File: src/source/lsu_map_pkg.sv
`default_nettype none

package lsu_map_pkg;

   // **********************************************************
   // Widths with a meaning
   // **********************************************************
   typedef logic [31:0] addr_t;      // Byte address
   typedef logic [31:0] data_t;      // Load data word
   typedef logic [11:0] offset_t;    // Immediate from decode
   typedef logic [29:0] line_addr_t; // Word address, bits 31:2

   // **********************************************************
   // Default thread count and memory map
   // **********************************************************
   localparam int unsigned DEF_NUM_THREADS = 2;

   // 64 KiB data closely coupled memory
   localparam addr_t       DEF_DCCM_BASE      = 32'hf004_0000;
   localparam int unsigned DEF_DCCM_SIZE_LOG2 = 16;

   // 32 KiB interrupt controller window
   localparam addr_t       DEF_PIC_BASE      = 32'hf00c_0000;
   localparam int unsigned DEF_PIC_SIZE_LOG2 = 15;

endpackage

`default_nettype wire

File: src/source/lsu_pkt_pkg.sv
`default_nettype none

package lsu_pkt_pkg;

   // **********************************************************
   // Control packet from decode
   // **********************************************************
   typedef struct packed {
      logic tid;    // Thread id, up to 2 threads
      logic load;
      logic store;
      logic unsign; // Zero extend the load
      logic by;
      logic half;
      logic word;
      logic atomic;
      logic lr;     // Load reserved
      logic sc;     // Store conditional
      logic valid;
   } lsu_pkt_t;

   // One hot, exactly one set
   typedef struct packed {
      logic in_dccm;
      logic in_pic;
      logic external;
   } lsu_region_t;

   typedef struct packed {
      logic misaligned;
      logic access;
   } lsu_fault_t;

endpackage

`default_nettype wire

File: src/source/lsu_addr_gen.sv
`timescale 1ns/1ps
`default_nettype none

module lsu_addr_gen
   import lsu_map_pkg::*;
   import lsu_pkt_pkg::*;
#(
   parameter addr_t       DCCM_BASE      = DEF_DCCM_BASE,
   parameter int unsigned DCCM_SIZE_LOG2 = DEF_DCCM_SIZE_LOG2,
   parameter addr_t       PIC_BASE       = DEF_PIC_BASE,
   parameter int unsigned PIC_SIZE_LOG2  = DEF_PIC_SIZE_LOG2,
   parameter int unsigned NUM_THREADS    = DEF_NUM_THREADS
)(
   input  logic                   clk,
   input  logic                   arst_n,
   input  lsu_pkt_t               lsu_p,
   input  addr_t                  rs1,
   input  offset_t                offset,
   input  logic [NUM_THREADS-1:0] flush_dc2_up,
   output lsu_pkt_t               pkt_dc1,
   output addr_t                  addr_dc1,
   output lsu_region_t            region_dc1,
   output lsu_fault_t             fault_dc1
);

   lsu_pkt_t    pkt_in;
   addr_t       rs1_dc1;
   offset_t     offset_dc1;
   offset_t     offset_eff;
   addr_t       size_ofs;
   addr_t       end_addr_dc1;
   lsu_region_t end_region_dc1;

   // Address falls in the naturally aligned window at base
   function automatic logic in_window(input addr_t a, input addr_t base,
                                      input int unsigned size_log2);
      return (a >> size_log2) == (base >> size_log2);
   endfunction

   function automatic lsu_region_t decode_region(input addr_t a);
      lsu_region_t r;
      r.in_dccm  = in_window(a, DCCM_BASE, DCCM_SIZE_LOG2);
      r.in_pic   = in_window(a, PIC_BASE, PIC_SIZE_LOG2);
      r.external = ~r.in_dccm & ~r.in_pic;
      return r;
   endfunction

   // **********************************************************
   // Decode to dc1 operand flops
   // **********************************************************
   always_comb begin
      pkt_in       = lsu_p;
      pkt_in.valid = lsu_p.valid & ~flush_dc2_up[lsu_p.tid];
   end

   always_ff @(posedge clk or negedge arst_n) begin
      if (!arst_n) begin
         pkt_dc1 <= '0;
      end else begin
         pkt_dc1 <= pkt_in;
      end
   end

   always_ff @(posedge clk) begin
      rs1_dc1    <= rs1;
      offset_dc1 <= offset;
   end

   // **********************************************************
   // Start and end address
   // **********************************************************
   assign offset_eff = offset_dc1 & ~{12{pkt_dc1.atomic}}; // AMO uses rs1 only
   assign addr_dc1   = rs1_dc1 + {{20{offset_eff[11]}}, offset_eff};

   assign size_ofs     = {30'b0, pkt_dc1.word, pkt_dc1.half | pkt_dc1.word};
   assign end_addr_dc1 = addr_dc1 + size_ofs;

   assign region_dc1     = decode_region(addr_dc1);
   assign end_region_dc1 = decode_region(end_addr_dc1);

   // DCCM takes unaligned accesses, other spaces do not
   assign fault_dc1.misaligned = ~region_dc1.in_dccm &
                                 ((pkt_dc1.half & addr_dc1[0]) |
                                  (pkt_dc1.word & (|addr_dc1[1:0])));

   // Crossing a region edge, or a PIC access narrower than a word
   assign fault_dc1.access = (region_dc1 != end_region_dc1) |
                             (region_dc1.in_pic & ~pkt_dc1.word);

endmodule

`default_nettype wire

File: src/source/lsu_ctl.sv
`timescale 1ns/1ps
`default_nettype none

module lsu_ctl
   import lsu_map_pkg::*;
   import lsu_pkt_pkg::*;
#(
   parameter int unsigned NUM_THREADS    = DEF_NUM_THREADS,
   parameter addr_t       DCCM_BASE      = DEF_DCCM_BASE,
   parameter int unsigned DCCM_SIZE_LOG2 = DEF_DCCM_SIZE_LOG2,
   parameter addr_t       PIC_BASE       = DEF_PIC_BASE,
   parameter int unsigned PIC_SIZE_LOG2  = DEF_PIC_SIZE_LOG2
)(
   input  logic                   clk,
   input  logic                   arst_n,
   input  lsu_pkt_t               lsu_p,
   input  addr_t                  rs1,
   input  offset_t                offset,
   input  logic [NUM_THREADS-1:0] flush_dc2_up,
   input  logic [NUM_THREADS-1:0] flush_dc3,
   input  logic [NUM_THREADS-1:0] flush_dc4,
   input  logic [NUM_THREADS-1:0] flush_dc5,
   input  logic [NUM_THREADS-1:0] lr_reset,
   input  data_t                  dccm_rdata,
   input  data_t                  pic_rdata,
   input  data_t                  bus_rdata,
   output addr_t                  lsu_addr_dc3,
   output lsu_region_t            region_dc3,
   output lsu_fault_t             fault_dc3,
   output data_t                  lsu_result_dc3,
   output logic                   lsu_commit_dc5,
   output logic                   sc_success_dc5,
   output logic [NUM_THREADS-1:0] lr_vld
);

   lsu_pkt_t    pkt_dc1;
   addr_t       addr_dc1;
   lsu_region_t region_dc1;
   lsu_fault_t  fault_dc1;
   lsu_pkt_t    pkt_dc3;
   lsu_pkt_t    pkt_dc5;
   addr_t       addr_dc5;

   // **********************************************************
   // dc1 address and decode
   // **********************************************************
   lsu_addr_gen #(
      .DCCM_BASE      (DCCM_BASE),
      .DCCM_SIZE_LOG2 (DCCM_SIZE_LOG2),
      .PIC_BASE       (PIC_BASE),
      .PIC_SIZE_LOG2  (PIC_SIZE_LOG2),
      .NUM_THREADS    (NUM_THREADS)
   ) lsu_addr_gen_inst (
      .clk          (clk),
      .arst_n       (arst_n),
      .lsu_p        (lsu_p),
      .rs1          (rs1),
      .offset       (offset),
      .flush_dc2_up (flush_dc2_up),
      .pkt_dc1      (pkt_dc1),
      .addr_dc1     (addr_dc1),
      .region_dc1   (region_dc1),
      .fault_dc1    (fault_dc1)
   );

   // dc2 through dc5
   lsu_pkt_pipe #(
      .NUM_THREADS (NUM_THREADS)
   ) lsu_pkt_pipe_inst (
      .clk          (clk),
      .arst_n       (arst_n),
      .pkt_dc1      (pkt_dc1),
      .addr_dc1     (addr_dc1),
      .region_dc1   (region_dc1),
      .fault_dc1    (fault_dc1),
      .flush_dc2_up (flush_dc2_up),
      .flush_dc3    (flush_dc3),
      .flush_dc4    (flush_dc4),
      .flush_dc5    (flush_dc5),
      .pkt_dc3      (pkt_dc3),
      .addr_dc3     (lsu_addr_dc3),
      .region_dc3   (region_dc3),
      .fault_dc3    (fault_dc3),
      .pkt_dc5      (pkt_dc5),
      .addr_dc5     (addr_dc5),
      .commit_dc5   (lsu_commit_dc5)
   );

   lsu_load_format lsu_load_format_inst (
      .pkt_dc3    (pkt_dc3),
      .region_dc3 (region_dc3),
      .dccm_rdata (dccm_rdata),
      .pic_rdata  (pic_rdata),
      .bus_rdata  (bus_rdata),
      .result_dc3 (lsu_result_dc3)
   );

   // LR/SC stations, updated off the dc5 commit
   lsu_reservation #(
      .NUM_THREADS (NUM_THREADS)
   ) lsu_reservation_inst (
      .clk            (clk),
      .arst_n         (arst_n),
      .pkt_dc5        (pkt_dc5),
      .addr_dc5       (addr_dc5),
      .commit_dc5     (lsu_commit_dc5),
      .lr_reset       (lr_reset),
      .sc_success_dc5 (sc_success_dc5),
      .lr_vld         (lr_vld)
   );

endmodule

`default_nettype wire

File: src/source/lsu_load_format.sv
`timescale 1ns/1ps
`default_nettype none

module lsu_load_format
   import lsu_map_pkg::*;
   import lsu_pkt_pkg::*;
(
   input  lsu_pkt_t    pkt_dc3,
   input  lsu_region_t region_dc3,
   input  data_t       dccm_rdata,
   input  data_t       pic_rdata,
   input  data_t       bus_rdata,
   output data_t       result_dc3
);

   data_t rdata_dc3;

   // Region is one hot, so an AND-OR mux is enough
   assign rdata_dc3 = ({32{region_dc3.in_dccm}}  & dccm_rdata) |
                      ({32{region_dc3.in_pic}}   & pic_rdata)  |
                      ({32{region_dc3.external}} & bus_rdata);

   always_comb begin
      result_dc3 = '0;
      if (pkt_dc3.valid & pkt_dc3.load) begin
         if (pkt_dc3.by) begin
            result_dc3 = pkt_dc3.unsign ? {24'b0, rdata_dc3[7:0]} :
                                          {{24{rdata_dc3[7]}}, rdata_dc3[7:0]};
         end else if (pkt_dc3.half) begin
            result_dc3 = pkt_dc3.unsign ? {16'b0, rdata_dc3[15:0]} :
                                          {{16{rdata_dc3[15]}}, rdata_dc3[15:0]};
         end else if (pkt_dc3.word) begin
            result_dc3 = rdata_dc3;
         end
      end
   end

endmodule

`default_nettype wire

File: src/source/lsu_pkt_pipe.sv
`timescale 1ns/1ps
`default_nettype none

module lsu_pkt_pipe
   import lsu_map_pkg::*;
   import lsu_pkt_pkg::*;
#(
   parameter int unsigned NUM_THREADS = DEF_NUM_THREADS
)(
   input  logic                   clk,
   input  logic                   arst_n,
   input  lsu_pkt_t               pkt_dc1,
   input  addr_t                  addr_dc1,
   input  lsu_region_t            region_dc1,
   input  lsu_fault_t             fault_dc1,
   input  logic [NUM_THREADS-1:0] flush_dc2_up,
   input  logic [NUM_THREADS-1:0] flush_dc3,
   input  logic [NUM_THREADS-1:0] flush_dc4,
   input  logic [NUM_THREADS-1:0] flush_dc5,
   output lsu_pkt_t               pkt_dc3,
   output addr_t                  addr_dc3,
   output lsu_region_t            region_dc3,
   output lsu_fault_t             fault_dc3,
   output lsu_pkt_t               pkt_dc5,
   output addr_t                  addr_dc5,
   output logic                   commit_dc5
);

   // Index is the stage the entry lands in
   lsu_pkt_t    [5:2] pkt_in;
   lsu_pkt_t    [5:2] pkt_q;
   addr_t       [5:2] addr_q;
   lsu_region_t [3:2] region_q;
   lsu_fault_t  [3:2] fault_q;

   // **********************************************************
   // Per-stage flush of the packet valid
   // **********************************************************
   always_comb begin
      pkt_in[2] = pkt_dc1;
      pkt_in[3] = pkt_q[2];
      pkt_in[4] = pkt_q[3];
      pkt_in[5] = pkt_q[4];

      pkt_in[2].valid = pkt_dc1.valid  & ~flush_dc2_up[pkt_dc1.tid];
      pkt_in[3].valid = pkt_q[2].valid & ~flush_dc2_up[pkt_q[2].tid];
      pkt_in[4].valid = pkt_q[3].valid & ~flush_dc3[pkt_q[3].tid];
      pkt_in[5].valid = pkt_q[4].valid & ~flush_dc4[pkt_q[4].tid];
   end

   always_ff @(posedge clk or negedge arst_n) begin
      if (!arst_n) begin
         pkt_q    <= '0;
         region_q <= '0;
         fault_q  <= '0;
      end else begin
         pkt_q    <= pkt_in;
         region_q <= {region_q[2], region_dc1};
         fault_q  <= {fault_q[2], fault_dc1};
      end
   end

   // Address shifts down unqualified
   always_ff @(posedge clk) begin
      addr_q <= {addr_q[4:2], addr_dc1};
   end

   // **********************************************************
   // Stage taps
   // **********************************************************
   assign pkt_dc3    = pkt_q[3];
   assign addr_dc3   = addr_q[3];
   assign region_dc3 = region_q[3];
   assign fault_dc3  = fault_q[3];

   assign pkt_dc5  = pkt_q[5];
   assign addr_dc5 = addr_q[5];

   // Late flush still blocks the writeback
   assign commit_dc5 = pkt_q[5].valid &
                       (pkt_q[5].load | pkt_q[5].store | pkt_q[5].atomic) &
                       ~flush_dc5[pkt_q[5].tid];

endmodule

`default_nettype wire

File: src/source/lsu_reservation.sv
`timescale 1ns/1ps
`default_nettype none

module lsu_reservation
   import lsu_map_pkg::*;
   import lsu_pkt_pkg::*;
#(
   parameter int unsigned NUM_THREADS = DEF_NUM_THREADS
)(
   input  logic                   clk,
   input  logic                   arst_n,
   input  lsu_pkt_t               pkt_dc5,
   input  addr_t                  addr_dc5,
   input  logic                   commit_dc5,
   input  logic [NUM_THREADS-1:0] lr_reset,
   output logic                   sc_success_dc5,
   output logic [NUM_THREADS-1:0] lr_vld
);

   line_addr_t [NUM_THREADS-1:0] lr_addr;    // One station per thread
   line_addr_t                   line_dc5;
   logic       [NUM_THREADS-1:0] own_thread;
   logic       [NUM_THREADS-1:0] line_match;
   logic       [NUM_THREADS-1:0] sc_match;
   logic       [NUM_THREADS-1:0] lr_set;
   logic       [NUM_THREADS-1:0] lr_clr;

   assign line_dc5 = addr_dc5[31:2];

   // **********************************************************
   // SC match and station set/clear
   // **********************************************************
   always_comb begin
      for (int i = 0; i < NUM_THREADS; i++) begin
         own_thread[i] = (i == int'(pkt_dc5.tid));
         // Station address only counts while it is valid
         line_match[i] = lr_vld[i] & (line_dc5 == lr_addr[i]);
         sc_match[i]   = own_thread[i] & pkt_dc5.valid & pkt_dc5.sc & line_match[i];
      end
   end

   assign sc_success_dc5 = |sc_match;  // Not gated by commit

   always_comb begin
      for (int i = 0; i < NUM_THREADS; i++) begin
         lr_set[i] = own_thread[i] & commit_dc5 & pkt_dc5.lr;
         lr_clr[i] = (own_thread[i] & commit_dc5 & pkt_dc5.sc) |
                     (~own_thread[i] & commit_dc5 & pkt_dc5.store &
                      (~pkt_dc5.sc | sc_success_dc5) & line_match[i]) |
                     lr_reset[i];   // Traps, debug and the like
      end
   end

   always_ff @(posedge clk or negedge arst_n) begin
      if (!arst_n) begin
         lr_vld <= '0;
      end else begin
         for (int i = 0; i < NUM_THREADS; i++) begin
            if (lr_clr[i]) begin
               lr_vld[i] <= 1'b0;   // Clear wins
            end else if (lr_set[i]) begin
               lr_vld[i] <= 1'b1;
            end
         end
      end
   end

   always_ff @(posedge clk) begin
      for (int i = 0; i < NUM_THREADS; i++) begin
         if (lr_set[i]) begin
            lr_addr[i] <= line_dc5;
         end
      end
   end

endmodule

`default_nettype wire
File: config.mk
export PLATFORM = sky130hd
export DESIGN_NAME = lsu_ctl
export DESIGN_NICKNAME = d
export VERILOG_FILES = /design/src/source/lsu_map_pkg.sv /design/src/source/lsu_pkt_pkg.sv /design/src/source/lsu_addr_gen.sv /design/src/source/lsu_ctl.sv /design/src/source/lsu_load_format.sv /design/src/source/lsu_pkt_pipe.sv /design/src/source/lsu_reservation.sv
export SDC_FILE = /design/constraint.sdc
export NUM_CORES = 1
export LEC_CHECK = 0
export ABC_AREA = 0
export BUFFER_PORTS_ARGS = -buffer_cell sky130_fd_sc_hd__buf_2
export CAP_MARGIN = 0
export CELL_PAD_IN_SITES_DETAIL_PLACEMENT = 1
export CELL_PAD_IN_SITES_GLOBAL_PLACEMENT = 2
export CORE_ASPECT_RATIO = 1.4
export CORE_UTILIZATION = 35
export DETAILED_ROUTE_END_ITERATION = 16
export PLACE_DENSITY_LB_ADDON = 0.1
export SLEW_MARGIN = 20
export SYNTH_ARGS = -nofsm -noshare
export SYNTH_HDL_FRONTEND = slang
export SYNTH_SLANG_ARGS = --single-unit
File: constraint.sdc
create_clock -name clk -period 6.15 [get_ports clk]
set_clock_uncertainty 0.1 [all_clocks]
set_input_delay 0.3075 -clock clk [delete_from_list [all_inputs] [get_ports clk]]
set_output_delay 0.3075 -clock clk [all_outputs]
set_load 0.01 [all_outputs]
; ---- Word level (Yosys, flattened, before mapping)
; Index checks and enable logic that the tools add are counted.
[classes]
n_bitwise = 66
n_mux = 22
n_reduce_logical = 4
magnitude_cmp = 6
eq_ne = 7
n_addsub = 2
[op_table]
columns = op, count
row1 = two-way mux 32 bit, 6
row2 = bitwise AND 32 bit, 3
row3 = OR 32 bit, 2
row4 = == test 30 bit, 2
row5 = bitwise AND 1 bit, 35
row6 = == test 17 bit (second input constant), 2
row7 = adder 32 x 2 -> 32 bit, 1
row8 = adder 32 bit, 1
row9 = == test 16 bit (second input constant), 2
row10 = two-way mux 1 bit, 16
row11 = NOT 1 bit, 14
row12 = bitwise AND 12 bit, 1
row13 = less-than comparator 1 x 2 -> 1 bit (second input constant), 6
row14 = NOT 12 bit, 1
row15 = OR 1 bit, 10
row16 = nonzero test 2 bit, 2
row17 = OR reduction 2 bit, 2
row18 = inequality test 3 bit, 1
[word_totals]
register_bits = 291
in_bits = 163
word_cells = 174

; ---- Logic depth before layout (Yosys ltp)
[depth]
ltp_word = 11
ltp_mapped = 21
mapped_depth_nobuf = 15

; ---- By module
; Synthesis repeated with hierarchy kept, for this count alone.
[hier_totals]
hier_cells = 1011
area_unflattened_um2 = 11773.8
[by_module_without_submodules]
columns = module, n_inst, seq_area_each_um2, area_each_um2, cells_each
row1 = lsu_pkt_pipe, 1, 3913.8, 4682.0, 283
row2 = lsu_addr_gen, 1, 1156.1, 3801.1, 450
row3 = lsu_reservation, 1, 1851.8, 2636.3, 165
row4 = lsu_load_format, 1, 0.0, 654.4, 113

; ---- Least setup slack after synthesis
; OpenSTA, ideal clock, no wires.
[synth_timing]
path_kind = register to register
startpoint = register, netlist name lsu_addr_gen_inst.pkt_dc1[3]
endpoint = register lsu_pkt_pipe_inst.fault_q[0] (netlist bit)
slack_ps = 1508
period_less_slack_ps = 4642
setup_time_ps = 120
stages_incl_launch_ff = 21
arrival_ps = 4421
cell_sequence = dfrtp_1 > nand2b_1 > buf_2 > inv_1 > buf_2 > buf_4 > clkbuf_1 > ha_1 > buf_2 > a21bo_2 > a22o_1 > o21a_1 > buf_4 > xnor2_1 > a2111oi_2 > or4b_1 > or4_1 > buf_2 > a21oi_2 > mux2i_1 > o211a_1
[synth_lines]
columns = element, line
row1 = "end signal, assigned", lsu_pkt_pipe.sv:59  ; fault_q <= {fault_q[2], fault_dc1};
row2 = "end, declared", lsu_pkt_pipe.sv:34  ; lsu_fault_t [3:2] fault_q;

==> flow_metrics.env <==
export IMPL_insertedDiodeCount=0
export IMPL_tightest_slew_ps=802
export IMPL_p_int_mw=3.32
export IMPL_grt_max_degree=60
export IMPL_layout_nets=1336
export IMPL_hold_buffers=67
export IMPL_clk_path_buf_depth=3
export IMPL_max_freq_mhz=201
export IMPL_async_flop_share_pct=20.6
export IMPL_crit_type="reg -> reg"
export IMPL_slew_headroom_pct=46.5
export IMPL_power_frac_seq_pct=50.8
export IMPL_grt_pass1_vias=7904
export IMPL_drtIter0Drc=404
export IMPL_worstPathCellList="nor2b_1 -> ha_1 -> fa_1 -> a21o_1 -> a221oi_1 -> o21ai_0 -> a21oi_1 -> o21ai_1 -> mux2i_1 -> xor2_1 -> or4b_1 -> or4_1 -> a21oi_2 -> mux2i_1 -> o211a_1"
export IMPL_grt_usage_pct=18.2
export IMPL_p_switching_mw=1.06
export IMPL_area_growth_pct=27.1
export IMPL_finalCriticalPeriod_ps=4980
export IMPL_cts_root_buf="clkbuf_16"
export IMPL_power_leakage_nw=5.84
export IMPL_ant_nets=0
export IMPL_start_util_pct=35.7
export IMPL_drive_gt1_share_pct=26.1
export IMPL_drt_pass1_iter_count=5
export IMPL_holdCritPathClass="reg -> reg"
export IMPL_dieHeight_um=209
export IMPL_clock_sinks=287
export IMPL_finalHoldViolCount=0
export IMPL_ir_drop_mv=0.223
export IMPL_synth_flop_cell="dfxtp_1"
export IMPL_rsz0062_at_grt="false"
export IMPL_seq_area_frac_synth_pct=61.9
export IMPL_setup_violations_final=0
export IMPL_combinationalPowerShare_pct=9.3
export IMPL_fill_cells=3240
export IMPL_synth_area_sq_um=10700
export IMPL_finalCritPeriodShare_pct=81.0
export IMPL_drc=0
export IMPL_ys_seq_elements=287
export IMPL_swShare_pct=24.1
export IMPL_ys_types=75
export IMPL_yosysWarnings=0
export IMPL_io_pins=236
export IMPL_syn_inst=895
export IMPL_wl_mm=28.7
export IMPL_path_max_fanout=14
export IMPL_coreArea_sq_um=30000
export IMPL_avgRoutedWirePerCell_um=18.3
export IMPL_grt_pass1_wl_mm=43.7
export IMPL_fin_setup_tns_ps=0
export IMPL_cts_setup_buffers=0
export IMPL_tritoncts="yes"
export IMPL_avgSynthCellArea_sq_um=12.0
export IMPL_cp_arrival_ps=5320
export IMPL_status="finished, final reports clean"
export IMPL_syn_num_nets=1073
export IMPL_power_frac_clock_pct=39.9
export IMPL_end_kind="flip-flop"
export IMPL_synth_edf_count=60
export IMPL_antenna_found_initial=0
export IMPL_dpl_hpwl_mm=21.1
export IMPL_die_w_um=150
export IMPL_report_final_slew_viol_count=0
export IMPL_cp_required_ps=6490
export IMPL_cap_violations=0
export IMPL_vias_per_cell=4.84
export IMPL_grt_overflow=0
export IMPL_insertion_delay_ps=570
export IMPL_rows=75
export IMPL_crit_top_cell="mux2i_1"
export IMPL_vias=7585
export IMPL_dieArea_sq_um=31400
export IMPL_holdWs_ps=222
export IMPL_h_tree_depth=1
export IMPL_cpPeakStageDelay_ps=640
export IMPL_start_kind="flip-flop"
export IMPL_cts_resized_gates=0
export IMPL_clk_pin_slew_ps=60
export IMPL_cts_buffers=29
export IMPL_port_buffers=235
export IMPL_power_density_nw_per_um2=321
export IMPL_critPathSlowestCell="dfrtp_1"
export IMPL_place_gp_congestion=0.770
registers in the layout (all words and copies together), names as in the netlist, 3 cells and up:
name / count
lsu_pkt_pipe_inst.pkt_dc5: 7
lsu_addr_gen_inst.offset_dc1: 12
lsu_pkt_pipe_inst.addr_q: 62
lsu_pkt_pipe_inst.addr_dc5: 30
lsu_addr_gen_inst.rs1_dc1: 32
lsu_pkt_pipe_inst.region_dc3: 3
lsu_pkt_pipe_inst.region_q: 3
lsu_pkt_pipe_inst.pkt_in: 16
lsu_addr_gen_inst.pkt_dc1: 11
lsu_pkt_pipe_inst.addr_dc3: 32
lsu_pkt_pipe_inst.pkt_dc3: 11
lsu_reservation_inst.lr_addr: 60
logic make-up after synthesis:
group	share of synthesized area [%]
adders and majority gates	1.82
DFF	61.9
xor gates and xnor gates	7.67
AOI/OAI and AO/OA	11.7
buffers and inverters	4.84
and+or+nand+nor	11.0
muxes	1.13
per-stage QoR:
step | std cells | setup WS (ps) | total power [mW] | cell area, sq um | util (%)
floorplan | 895 | 1510 | 2.48 | 10700 | -
global placement | 1445 | 1190 | 2.64 | 12000 | 40.0
detailed placement | 1445 | 1060 | 2.65 | 12000 | 40.0
CTS | 1566 | 1030 | 4.45 | 13600 | 45.4
global route | 1566 | 685 | 4.57 | 13600 | 45.4
finish | 1566 | 1170 | 4.37 | 13600 | 45.4
critical path: cells and delay by family, from the launching register on:
family	cells	cell delay (ps)
compound gates	7	1850
fa+ha+maj	2	660
simple gates	3	1180
flops	1	640
xor+xnor	1	180
mux	2	260
synthesized netlist by cell type, drive strengths merged, types with 24 or more instances:
cell type  count  area share [%]
a222oi        24             2.2
dfxtp        168              31
clkbuf        31             1.1
edfxtp        60              17
dfrtp         59              14
a21oi         37             1.8
nor2          63             2.2
buf           48             3.2
nand2         36             1.3
xnor2         71             5.8
routing by layer:
layer	global-route usage (%)	up-vias	share of wire, %
met3	2.60	35	4.4
met4	5.29	0	2.1
met2	35.8	176	56
met5	0	-	0
met1	19.6	3679	37
li1	-	3695	-
area by class of cell:
type | count | area (sq um) | area share, %
tap | 385 | 482 | 3.53
inverter | 16 | 60.1 | 0.440
sequential | 287 | 6640 | 48.7
clock buffer | 39 | 803 | 5.89
clock inverter | 15 | 161 | 1.18
multi-input combinational | 513 | 3570 | 26.2
timing repair buffer | 311 | 1910 | 14.0
path summary, 6_finish.rpt:
kind / startpoint / endpoint / slack (ps) / cells past startpoint
min in group asynchronous: arst_n / lsu_pkt_pipe_inst.pkt_in[12] / 320 / 3
max: lsu_addr_gen_inst.pkt_dc1[3] / lsu_pkt_pipe_inst.fault_q[0] / 1170 / 15
max reg2reg: lsu_addr_gen_inst.pkt_dc1[3] / lsu_pkt_pipe_inst.fault_q[0] / 1170 / 15
min: lsu_pkt_pipe_inst.addr_q[29] / lsu_pkt_pipe_inst.addr_dc3[29] / 220 / 0
min reg2reg: lsu_pkt_pipe_inst.addr_q[29] / lsu_pkt_pipe_inst.addr_dc3[29] / 220 / 0
max in group asynchronous: arst_n / lsu_pkt_pipe_inst.pkt_in[36] / 5090 / 3
power groups by stage:
stage	sequential (mW)	clock, mW	combinational [mW]
6_report	2.22	1.75	0.408
5_1_grt	2.24	1.88	0.451
4_1_cts	2.23	1.80	0.416
3_5_place_dp	2.27	0	0.381
3_3_place_gp	2.26	0	0.378
2_1_floorplan	2.20	0	0.279
cells in the final DEF (no fill, tap or decap), types with 24 or more instances in the layout:
master / netlist / layout
dlygate4sd3_1: 0 / 67
a21oi_1: 36 / 36
xnor2_1: 71 / 71
dfxtp_1: 168 / 168
nor2_1: 63 / 63
a222oi_1: 24 / 24
dfrtp_1: 59 / 59
buf_2: 6 / 235
edfxtp_1: 60 / 60
clkbuf_16: 0 / 29
nand2_1: 36 / 36
No activity file was read; power rests on OpenSTA's default activity.
